--- src/source/mist_ldst_defines.svh ---
`ifndef MIST_LDST_DEFINES_SVH
`define MIST_LDST_DEFINES_SVH

// Byte address width
`define MIST_ADDR_W 32

// Core data word width
`define MIST_DATA_W 32

// Data memory read bus, two core words wide
`define MIST_BUS_W 64

// One enable bit per byte lane of a core word
`define MIST_MASK_W (`MIST_DATA_W / 8)

// Request queue entries
`define MIST_FIFO_DEPTH 4

// IO start after reset, top of the address space
`define MIST_IO_START_RST 32'hFFFF_FFFF

`endif
--- src/source/mem_bus_pkg.sv ---
package mem_bus_pkg;

	`include "mist_ldst_defines.svh"

	// Byte lane enables, bit 0 is the lowest byte
	typedef logic [`MIST_MASK_W-1:0] mask_t;

	// Full data memory read word
	typedef logic [`MIST_BUS_W-1:0] bus_t;

	// Request as seen on the data and IO ports
	// rw follows the IO port: 0 write, 1 read
	// order keeps the core encoding (byte, half, word)
	typedef struct packed {
		logic                    rw;
		logic [1:0]              order;
		logic [`MIST_ADDR_W-1:0] addr;
		logic [`MIST_DATA_W-1:0] data;
		mask_t                   mask;
	} port_req_t;

endpackage

--- src/source/ldst_types_pkg.sv ---
package ldst_types_pkg;

	`include "mist_ldst_defines.svh"

	typedef logic [`MIST_ADDR_W-1:0] addr_t;
	typedef logic [`MIST_DATA_W-1:0] word_t;

	// Access size, same codes as the core pipeline
	typedef enum logic [1:0] {
		ORDER_BYTE = 2'b00,
		ORDER_HALF = 2'b01,
		ORDER_WORD = 2'b10,
		ORDER_NONE = 2'b11
	} order_e;

	typedef enum logic {
		DIR_WRITE = 1'b0,
		DIR_READ  = 1'b1
	} dir_e;

	// Queue entry, data already moved into its byte lanes
	typedef struct packed {
		dir_e               dir;
		order_e             order;
		addr_t              addr;
		word_t              data;
		mem_bus_pkg::mask_t mask;
	} ldst_req_t;

	// Router FSM
	typedef enum logic [1:0] {
		ST_IDLE,
		ST_ISSUE,
		ST_WAIT_RD
	} route_state_e;

endpackage

--- src/source/ldst_unit.sv ---
`timescale 1ns/1ps

`include "mist_ldst_defines.svh"

module ldst_unit (
	input  logic                   iCLOCK,
	input  logic                   rst,
	// Core side
	input  logic                   core_req,
	input  ldst_types_pkg::dir_e   core_dir,
	input  ldst_types_pkg::order_e core_order,
	input  ldst_types_pkg::addr_t  core_addr,
	input  ldst_types_pkg::word_t  core_data,
	output logic                   core_busy,
	output logic                   core_err,
	output logic                   core_rd_valid,
	output ldst_types_pkg::word_t  core_rd_data,
	// System information
	input  logic                   sysinfo_valid,
	input  ldst_types_pkg::addr_t  sysinfo_iosr,
	// Data memory port
	output logic                   data_req,
	input  logic                   data_lock,
	output mem_bus_pkg::port_req_t data_out,
	input  logic                   data_valid,
	input  mem_bus_pkg::bus_t      data_rdata,
	// IO port
	output logic                   io_req,
	input  logic                   io_busy,
	output mem_bus_pkg::port_req_t io_out,
	input  logic                   io_valid,
	input  ldst_types_pkg::word_t  io_rdata
);

	logic                      push;
	ldst_types_pkg::ldst_req_t push_entry;
	logic                      not_empty;
	ldst_types_pkg::ldst_req_t head;
	logic                      pop;

	// Check and pack
	ldst_issue u_issue (
		.iCLOCK     (iCLOCK),
		.rst        (rst),
		.core_req   (core_req),
		.core_dir   (core_dir),
		.core_order (core_order),
		.core_addr  (core_addr),
		.core_data  (core_data),
		.push       (push),
		.push_entry (push_entry),
		.core_err   (core_err)
	);

	// Request queue, its nearly-full flag throttles the core
	ldst_req_fifo #(
		.DEPTH (`MIST_FIFO_DEPTH)
	) u_fifo (
		.iCLOCK     (iCLOCK),
		.rst        (rst),
		.push       (push),
		.push_entry (push_entry),
		.pop        (pop),
		.not_empty  (not_empty),
		.head       (head),
		.busy       (core_busy)
	);

	// Data or IO steering
	ldst_router u_router (
		.iCLOCK        (iCLOCK),
		.rst           (rst),
		.sysinfo_valid (sysinfo_valid),
		.sysinfo_iosr  (sysinfo_iosr),
		.not_empty     (not_empty),
		.head          (head),
		.data_lock     (data_lock),
		.data_valid    (data_valid),
		.data_rdata    (data_rdata),
		.io_busy       (io_busy),
		.io_valid      (io_valid),
		.io_rdata      (io_rdata),
		.pop           (pop),
		.data_req      (data_req),
		.data_out      (data_out),
		.io_req        (io_req),
		.io_out        (io_out),
		.core_rd_valid (core_rd_valid),
		.core_rd_data  (core_rd_data)
	);

endmodule

--- src/source/ldst_router.sv ---
`timescale 1ns/1ps

`include "mist_ldst_defines.svh"

module ldst_router (
	input  logic                      iCLOCK,
	input  logic                      rst,
	input  logic                      sysinfo_valid,
	input  ldst_types_pkg::addr_t     sysinfo_iosr,
	input  logic                      not_empty,
	input  ldst_types_pkg::ldst_req_t head,
	input  logic                      data_lock,
	input  logic                      data_valid,
	input  mem_bus_pkg::bus_t         data_rdata,
	input  logic                      io_busy,
	input  logic                      io_valid,
	input  ldst_types_pkg::word_t     io_rdata,
	output logic                      pop,
	output logic                      data_req,
	output mem_bus_pkg::port_req_t    data_out,
	output logic                      io_req,
	output mem_bus_pkg::port_req_t    io_out,
	output logic                      core_rd_valid,
	output ldst_types_pkg::word_t     core_rd_data
);

	ldst_types_pkg::route_state_e state;
	ldst_types_pkg::addr_t        io_start;
	logic                         io_start_set;
	mem_bus_pkg::port_req_t       cur_req;
	logic                         cur_io;

	logic                  to_io;
	logic                  head_lock;
	logic                  cur_lock;
	logic                  rd_done;
	ldst_types_pkg::word_t rd_word;
	ldst_types_pkg::word_t rd_shift;
	ldst_types_pkg::word_t rd_aligned;

	// Target of the head entry, IO only once system info has arrived
	assign to_io     = io_start_set && (head.addr >= io_start);
	assign head_lock = to_io ? io_busy : data_lock;
	assign cur_lock  = cur_io ? io_busy : data_lock;
	assign pop       = (state == ldst_types_pkg::ST_IDLE) && not_empty;
	assign rd_done   = cur_io ? io_valid : data_valid;

	// Read lane select, upper half of the 64-bit word on address bit 2
	assign rd_word = cur_io ? io_rdata :
		(cur_req.addr[2] ? data_rdata[2*`MIST_DATA_W-1:`MIST_DATA_W]
			: data_rdata[`MIST_DATA_W-1:0]);
	assign rd_shift = rd_word >> {cur_req.addr[1:0], 3'b000};

	// Zero-extend to the access size
	always_comb begin
		case (ldst_types_pkg::order_e'(cur_req.order))
			ldst_types_pkg::ORDER_BYTE:
				rd_aligned = {{(`MIST_DATA_W-8){1'b0}}, rd_shift[7:0]};
			ldst_types_pkg::ORDER_HALF:
				rd_aligned = {{(`MIST_DATA_W-16){1'b0}}, rd_shift[15:0]};
			default:
				rd_aligned = rd_shift;
		endcase
	end

	// FSM and strobes
	always_ff @(posedge iCLOCK) begin
		if (rst) begin
			state         <= ldst_types_pkg::ST_IDLE;
			data_req      <= 1'b0;
			io_req        <= 1'b0;
			core_rd_valid <= 1'b0;
			io_start      <= `MIST_IO_START_RST;
			io_start_set  <= 1'b0;
		end else begin
			data_req      <= 1'b0;
			io_req        <= 1'b0;
			core_rd_valid <= 1'b0;
			if (sysinfo_valid) begin
				io_start     <= sysinfo_iosr;
				io_start_set <= 1'b1;
			end
			case (state)
				ldst_types_pkg::ST_IDLE: begin
					if (pop) begin
						// Port free already, strobe on the next cycle
						if (!head_lock) begin
							data_req <= !to_io;
							io_req   <= to_io;
							state    <= (head.dir == ldst_types_pkg::DIR_READ)
								? ldst_types_pkg::ST_WAIT_RD : ldst_types_pkg::ST_IDLE;
						end else begin
							state <= ldst_types_pkg::ST_ISSUE;
						end
					end
				end
				ldst_types_pkg::ST_ISSUE: begin
					// Hold until the chosen port drops its lock
					if (!cur_lock) begin
						data_req <= !cur_io;
						io_req   <= cur_io;
						state    <= cur_req.rw ? ldst_types_pkg::ST_WAIT_RD
							: ldst_types_pkg::ST_IDLE;
					end
				end
				ldst_types_pkg::ST_WAIT_RD: begin
					if (rd_done) begin
						core_rd_valid <= 1'b1;
						state         <= ldst_types_pkg::ST_IDLE;
					end
				end
				default: state <= ldst_types_pkg::ST_IDLE;
			endcase
		end
	end

	// Popped entry, IO address rebased to the IO start
	always_ff @(posedge iCLOCK) begin
		if (pop) begin
			cur_req.rw    <= (head.dir == ldst_types_pkg::DIR_READ);
			cur_req.order <= head.order;
			cur_req.addr  <= to_io ? head.addr - io_start : head.addr;
			cur_req.data  <= head.data;
			cur_req.mask  <= head.mask;
			cur_io        <= to_io;
		end
		if (state == ldst_types_pkg::ST_WAIT_RD && rd_done) begin
			core_rd_data <= rd_aligned;
		end
	end

	// Both ports see the same request, only the strobe differs
	assign data_out = cur_req;
	assign io_out   = cur_req;

	// Ports only answer the one outstanding read
	a_valid_in_wait: assert property (@(posedge iCLOCK) disable iff (rst)
		(data_valid || io_valid) |-> (state == ldst_types_pkg::ST_WAIT_RD));

	// Strobe only after the port's lock was seen low
	a_data_lock_low: assert property (@(posedge iCLOCK) disable iff (rst)
		data_req |-> !$past(data_lock));

	a_io_busy_low: assert property (@(posedge iCLOCK) disable iff (rst)
		io_req |-> !$past(io_busy));

endmodule

--- src/source/ldst_req_fifo.sv ---
`timescale 1ns/1ps

`include "mist_ldst_defines.svh"

module ldst_req_fifo #(
	parameter int DEPTH = `MIST_FIFO_DEPTH
) (
	input  logic                      iCLOCK,
	input  logic                      rst,
	input  logic                      push,
	input  ldst_types_pkg::ldst_req_t push_entry,
	input  logic                      pop,
	output logic                      not_empty,
	output ldst_types_pkg::ldst_req_t head,
	output logic                      busy
);

	localparam int PTR_W = (DEPTH > 1) ? $clog2(DEPTH) : 1;
	localparam int CNT_W = $clog2(DEPTH + 1);

	ldst_types_pkg::ldst_req_t mem [DEPTH];

	logic [PTR_W-1:0] wr_ptr;
	logic [PTR_W-1:0] rd_ptr;
	logic [CNT_W-1:0] count;

	// Storage
	always_ff @(posedge iCLOCK) begin
		if (push) begin
			mem[wr_ptr] <= push_entry;
		end
	end

	// Pointers wrap at DEPTH, which need not be a power of two
	always_ff @(posedge iCLOCK) begin
		if (rst) begin
			wr_ptr <= '0;
			rd_ptr <= '0;
		end else begin
			if (push) begin
				wr_ptr <= (wr_ptr == PTR_W'(DEPTH - 1)) ? '0 : wr_ptr + 1'b1;
			end
			if (pop) begin
				rd_ptr <= (rd_ptr == PTR_W'(DEPTH - 1)) ? '0 : rd_ptr + 1'b1;
			end
		end
	end

	// Fill level
	always_ff @(posedge iCLOCK) begin
		if (rst) begin
			count <= '0;
		end else begin
			case ({push, pop})
				2'b10: count <= count + 1'b1;
				2'b01: count <= count - 1'b1;
				default: count <= count;
			endcase
		end
	end

	assign not_empty = (count != '0);
	assign head      = mem[rd_ptr];

	// One slot kept back for the request still inside the issue stage
	assign busy = (count >= CNT_W'(DEPTH - 1));

	// Producer honours busy, so the queue never overflows
	a_no_push_full: assert property (@(posedge iCLOCK) disable iff (rst)
		push |-> (count != CNT_W'(DEPTH)) || pop);

	a_no_pop_empty: assert property (@(posedge iCLOCK) disable iff (rst)
		pop |-> not_empty);

endmodule

--- src/source/ldst_issue.sv ---
`timescale 1ns/1ps

module ldst_issue (
	input  logic                      iCLOCK,
	input  logic                      rst,
	input  logic                      core_req,
	input  ldst_types_pkg::dir_e      core_dir,
	input  ldst_types_pkg::order_e    core_order,
	input  ldst_types_pkg::addr_t     core_addr,
	input  ldst_types_pkg::word_t     core_data,
	output logic                      push,
	output ldst_types_pkg::ldst_req_t push_entry,
	output logic                      core_err
);

	logic                  bad_req;
	mem_bus_pkg::mask_t    base_mask;
	mem_bus_pkg::mask_t    lane_mask;
	ldst_types_pkg::word_t lane_data;

	// Alignment and order check
	always_comb begin
		case (core_order)
			ldst_types_pkg::ORDER_BYTE: bad_req = 1'b0;
			ldst_types_pkg::ORDER_HALF: bad_req = core_addr[0];
			ldst_types_pkg::ORDER_WORD: bad_req = |core_addr[1:0];
			// Order none never goes out
			default: bad_req = 1'b1;
		endcase
	end

	// Lanes touched at offset zero
	always_comb begin
		case (core_order)
			ldst_types_pkg::ORDER_BYTE: base_mask = 4'b0001;
			ldst_types_pkg::ORDER_HALF: base_mask = 4'b0011;
			default: base_mask = 4'b1111;
		endcase
	end

	// Move mask and write data up to the byte offset
	assign lane_mask = base_mask << core_addr[1:0];
	assign lane_data = core_data << {core_addr[1:0], 3'b000};

	// Strobes
	always_ff @(posedge iCLOCK) begin
		if (rst) begin
			push     <= 1'b0;
			core_err <= 1'b0;
		end else begin
			push     <= core_req && !bad_req;
			core_err <= core_req && bad_req;
		end
	end

	// Entry only loads for a good request
	always_ff @(posedge iCLOCK) begin
		if (core_req && !bad_req) begin
			push_entry.dir   <= core_dir;
			push_entry.order <= core_order;
			push_entry.addr  <= core_addr;
			push_entry.data  <= lane_data;
			push_entry.mask  <= lane_mask;
		end
	end

	// Core must not replay a rejected request straight after the error
	a_no_replay: assert property (@(posedge iCLOCK) disable iff (rst)
		core_err |=> !(core_req && core_addr == $past(core_addr, 2)
			&& core_order == $past(core_order, 2)
			&& core_dir == $past(core_dir, 2)));

endmodule

--- config.mk ---
export PLATFORM = sky130hd
export DESIGN_NAME = ldst_unit
export DESIGN_NICKNAME = d
export VERILOG_FILES = /design/src/source/mem_bus_pkg.sv /design/src/source/ldst_types_pkg.sv /design/src/source/ldst_unit.sv /design/src/source/ldst_router.sv /design/src/source/ldst_req_fifo.sv /design/src/source/ldst_issue.sv
export VERILOG_INCLUDE_DIRS = /design/src /design/src/source
export SDC_FILE = /design/constraint.sdc
export NUM_CORES = 1
export LEC_CHECK = 0
export BUFFER_PORTS_ARGS = -buffer_cell sky130_fd_sc_hd__buf_2
export CAP_MARGIN = 0
export CORE_MARGIN = 5
export CORE_UTILIZATION = 50
export CTS_CLUSTER_DIAMETER = 200
export DETAILED_ROUTE_END_ITERATION = 16
export PLACE_DENSITY = 0.72
export SKIP_LAST_GASP = 1
export SYNTH_ARGS = -nofsm -noshare
export SYNTH_HDL_FRONTEND = slang
export SYNTH_SLANG_ARGS = --single-unit
--- constraint.sdc ---
create_clock -name iCLOCK -period 5.9 [get_ports iCLOCK]
set_input_delay 1.18 -clock iCLOCK [delete_from_list [all_inputs] [get_ports iCLOCK]]
set_output_delay 1.18 -clock iCLOCK [all_outputs]
set_load 0.01 [all_outputs]
==> impl_metrics.env <==
export IMPL_ys_ff_latch=508
export IMPL_layout_worst_path_cycle_share_pct=73.9
export IMPL_rsz0062_at_grt="no"
export IMPL_antenna_found_initial=5
export IMPL_clockBufferDepth=3
export IMPL_status="completed"
export IMPL_tns_ns=0
export IMPL_wl_um=53300
export IMPL_numCtsBuffers=51
export IMPL_nets=2026
export IMPL_crit_fanout=33
export IMPL_finalHoldViolCount=0
export IMPL_yosys_warnings=0
export IMPL_hpwl_um=36900
export IMPL_die_area_um2=48100
export IMPL_fin_skew_ns=0.0180
export IMPL_synthCells=1470
export IMPL_worstMarginPinSlew_ns=1.15
export IMPL_setup_ws_ns=1.54
export IMPL_floorplan_initialDensity_pct=50.7
export IMPL_pin_count=382
export IMPL_fillCellCount=3324
export IMPL_synth_top_area_share_pct=62.9
export IMPL_cts_setup_buffers=0
export IMPL_wl_per_cell_um=22.1
export IMPL_vdd_drop_max_mv=0.371
export IMPL_synth_distinct_cells=73
export IMPL_setup_violations=0
export IMPL_cts_tree="done"
export IMPL_drive_gt1_share_pct=32.4
export IMPL_synthTopCellsByArea="edfxtp_1, mux4_2, dfxtp_1"
export IMPL_min_period_ns=4.36
export IMPL_utilization_pct=59.0
export IMPL_crit_arrival_ns=4.70
export IMPL_cts_resized=0
export IMPL_grt_pass1_vias=13200
export IMPL_start_kind="register"
export IMPL_avgSynthCellArea_um2=14.9
export IMPL_cp_required_ns=6.24
export IMPL_synthToLayoutAreaGrowth_pct=16.4
export IMPL_clkSlewWorstSetupHoldPaths_ns=0.06
export IMPL_grt_max_degree=75
export IMPL_vias=13200
export IMPL_seq_area_frac_synth_pct=67.3
export IMPL_drc=0
export IMPL_viasPerCell=5.48
export IMPL_cts_hold_buf=0
export IMPL_first_pass_iters=5
export IMPL_syn_area_um2=21900
export IMPL_holdWs_ns=0.473
export IMPL_slew_headroom_pct=23.6
export IMPL_grt_pass1_wl_um=78500
export IMPL_drt_initial_drc_count=930
export IMPL_synth_ff_type="edfxtp_1"
export IMPL_yosysTopAreaCell="edfxtp_1"
export IMPL_cts_sinks=508
export IMPL_grt_total_usage_pct=21.6
export IMPL_max_freq_mhz=229
export IMPL_synthArstFlopShare_pct=0
export IMPL_synth_fp_nets=1713
export IMPL_finalWeightedCongestion=0.919
export IMPL_io_buffers=381
export IMPL_antenna_cells=0
export IMPL_hold_path_class="register to register"
export IMPL_crit_path_end_kind="register"
export IMPL_ant_nets=0
export IMPL_p_total_mw=11.4
export IMPL_die_w_um=219
export IMPL_htree_levels=2
export IMPL_cts_root_buf="clkbuf_16"
export IMPL_power_density_nw_per_um2=445
export IMPL_maxCapViolations=0
export IMPL_gr_total_overflow=0
export IMPL_rows=76
export IMPL_synth_edf_count=459
export IMPL_die_h_um=219
export IMPL_leakage_nw=9.69
export IMPL_report_final_slew_viol_count=0
export IMPL_coreArea_um2=43300
export IMPL_crit_type="register to register"
export IMPL_place_ws_ns=1.48
export IMPL_clk_insertion_delay_late_ns=0.60
metal layers:
| layer | up-vias | track usage [%] | share of wire [%] |
|---|---|---|---|
| li1 | 6148 | - | - |
| met1 | 6478 | 27.5 | 40 |
| met2 | 498 | 38.0 | 50 |
| met3 | 80 | 4.17 | 7.1 |
| met4 | 10 | 5.80 | 2.5 |
| met5 | - | 0 | 0.14 |
path summary, 6_finish.rpt:
kind | slack, ns | from | cells past startpoint | to
max reg2reg | 1.54 | register | 11 | u_router.data_out[60]
max | 1.54 | register | 11 | u_router.data_out[60]
min reg2reg | 0.47 | u_fifo.rd_ptr[1] | 2 | register
min | 0.47 | u_fifo.rd_ptr[1] | 2 | register
logic make-up after synthesis:
group	count (synthesis)	synth area share [%]
xor+xnor	21	0.839
simple gates	302	6.28
buf+inv	192	4.81
flops	508	67.3
compound gates	271	8.06
mux	136	10.3
fa+ha+maj	40	2.35
layout make-up:
type                    count  area (µm²)  area share, %
well taps                 585         732           2.87
clock inverters            32         314           1.23
multi-input cells         770        6120           24.0
clock buffers              63        1320           5.18
flip-flops and latches    508       14800           57.9
repair buffers            402        2060           8.09
inverters                  50         189          0.740
layout by cell type (no fill, tap or decap), drive strengths merged, types with 12 or more instances in the layout:
master,instances
mux4,71
o211ai,35
clkinv,25
nor2,105
a211oi,23
nand2,107
mux2i,55
a21oi,87
nor2b,17
inv,51
dfxtp,49
ha,38
and2,14
o21ai,61
clkbuf,63
a21o,17
xor2,12
edfxtp,459
buf,402
registers in the layout (all words and copies together) (netlist names), 2 cells and up, named ones only:
name and count:
u_fifo.wr_ptr 2, u_router.core_rd_data 32, u_router.state 2, u_issue.push_entry 71, u_fifo.rd_ptr 2, u_router.io_start 32
u_fifo.mem 284, u_fifo.count 3, u_router.data_out 71
power breakdown:
part           switching (mW)  internal [mW]  leakage (nW)  total (mW)
logic                    1.94           1.31          4.30        3.25
registers               0.404           4.54          4.59        4.94
clock network            1.37           1.79         0.803        3.16
total                    3.71           7.64          9.69        11.4
cells in the mapped netlist, drive strengths merged, types with 7 or more instances:
| cell type | n |
|---|---|
| nand2 | 107 |
| mux2 | 10 |
| nand2b | 11 |
| inv | 48 |
| mux2i | 55 |
| mux4 | 71 |
| buf | 97 |
| a21oi | 87 |
| a21o | 17 |
| ha | 38 |
| o22a | 10 |
| nor3 | 11 |
| and2 | 14 |
| a211oi | 23 |
| edfxtp | 459 |
| nor2 | 105 |
| xnor2 | 9 |
| nand3 | 7 |
| dfxtp | 49 |
| o21ai | 61 |
| nor2b | 17 |
| clkbuf | 45 |
| o211ai | 35 |
| xor2 | 12 |
through the flow:
| stage | instance area [µm²] | cells |
|---|---|---|
| floorplan | 21900 | 1470 |
| global placement | 23900 | 2315 |
| detailed placement | 23900 | 2315 |
| CTS | 25500 | 2410 |
| global route | 25500 | 2410 |
| finish | 25500 | 2410 |
worst max-delay path, cell delays in order (launching register included):
cell,delay (ns)
dfxtp_4,0.80
mux4_2,0.61
ha_1,0.39
a21oi_2,0.22
o21ai_2,0.12
a211o_1,0.28
a21o_1,0.21
nor4_2,0.27
a21o_2,0.42
buf_4,0.41
a211oi_1,0.10
a211o_1,0.28
(Power assumes the default switching activity.)
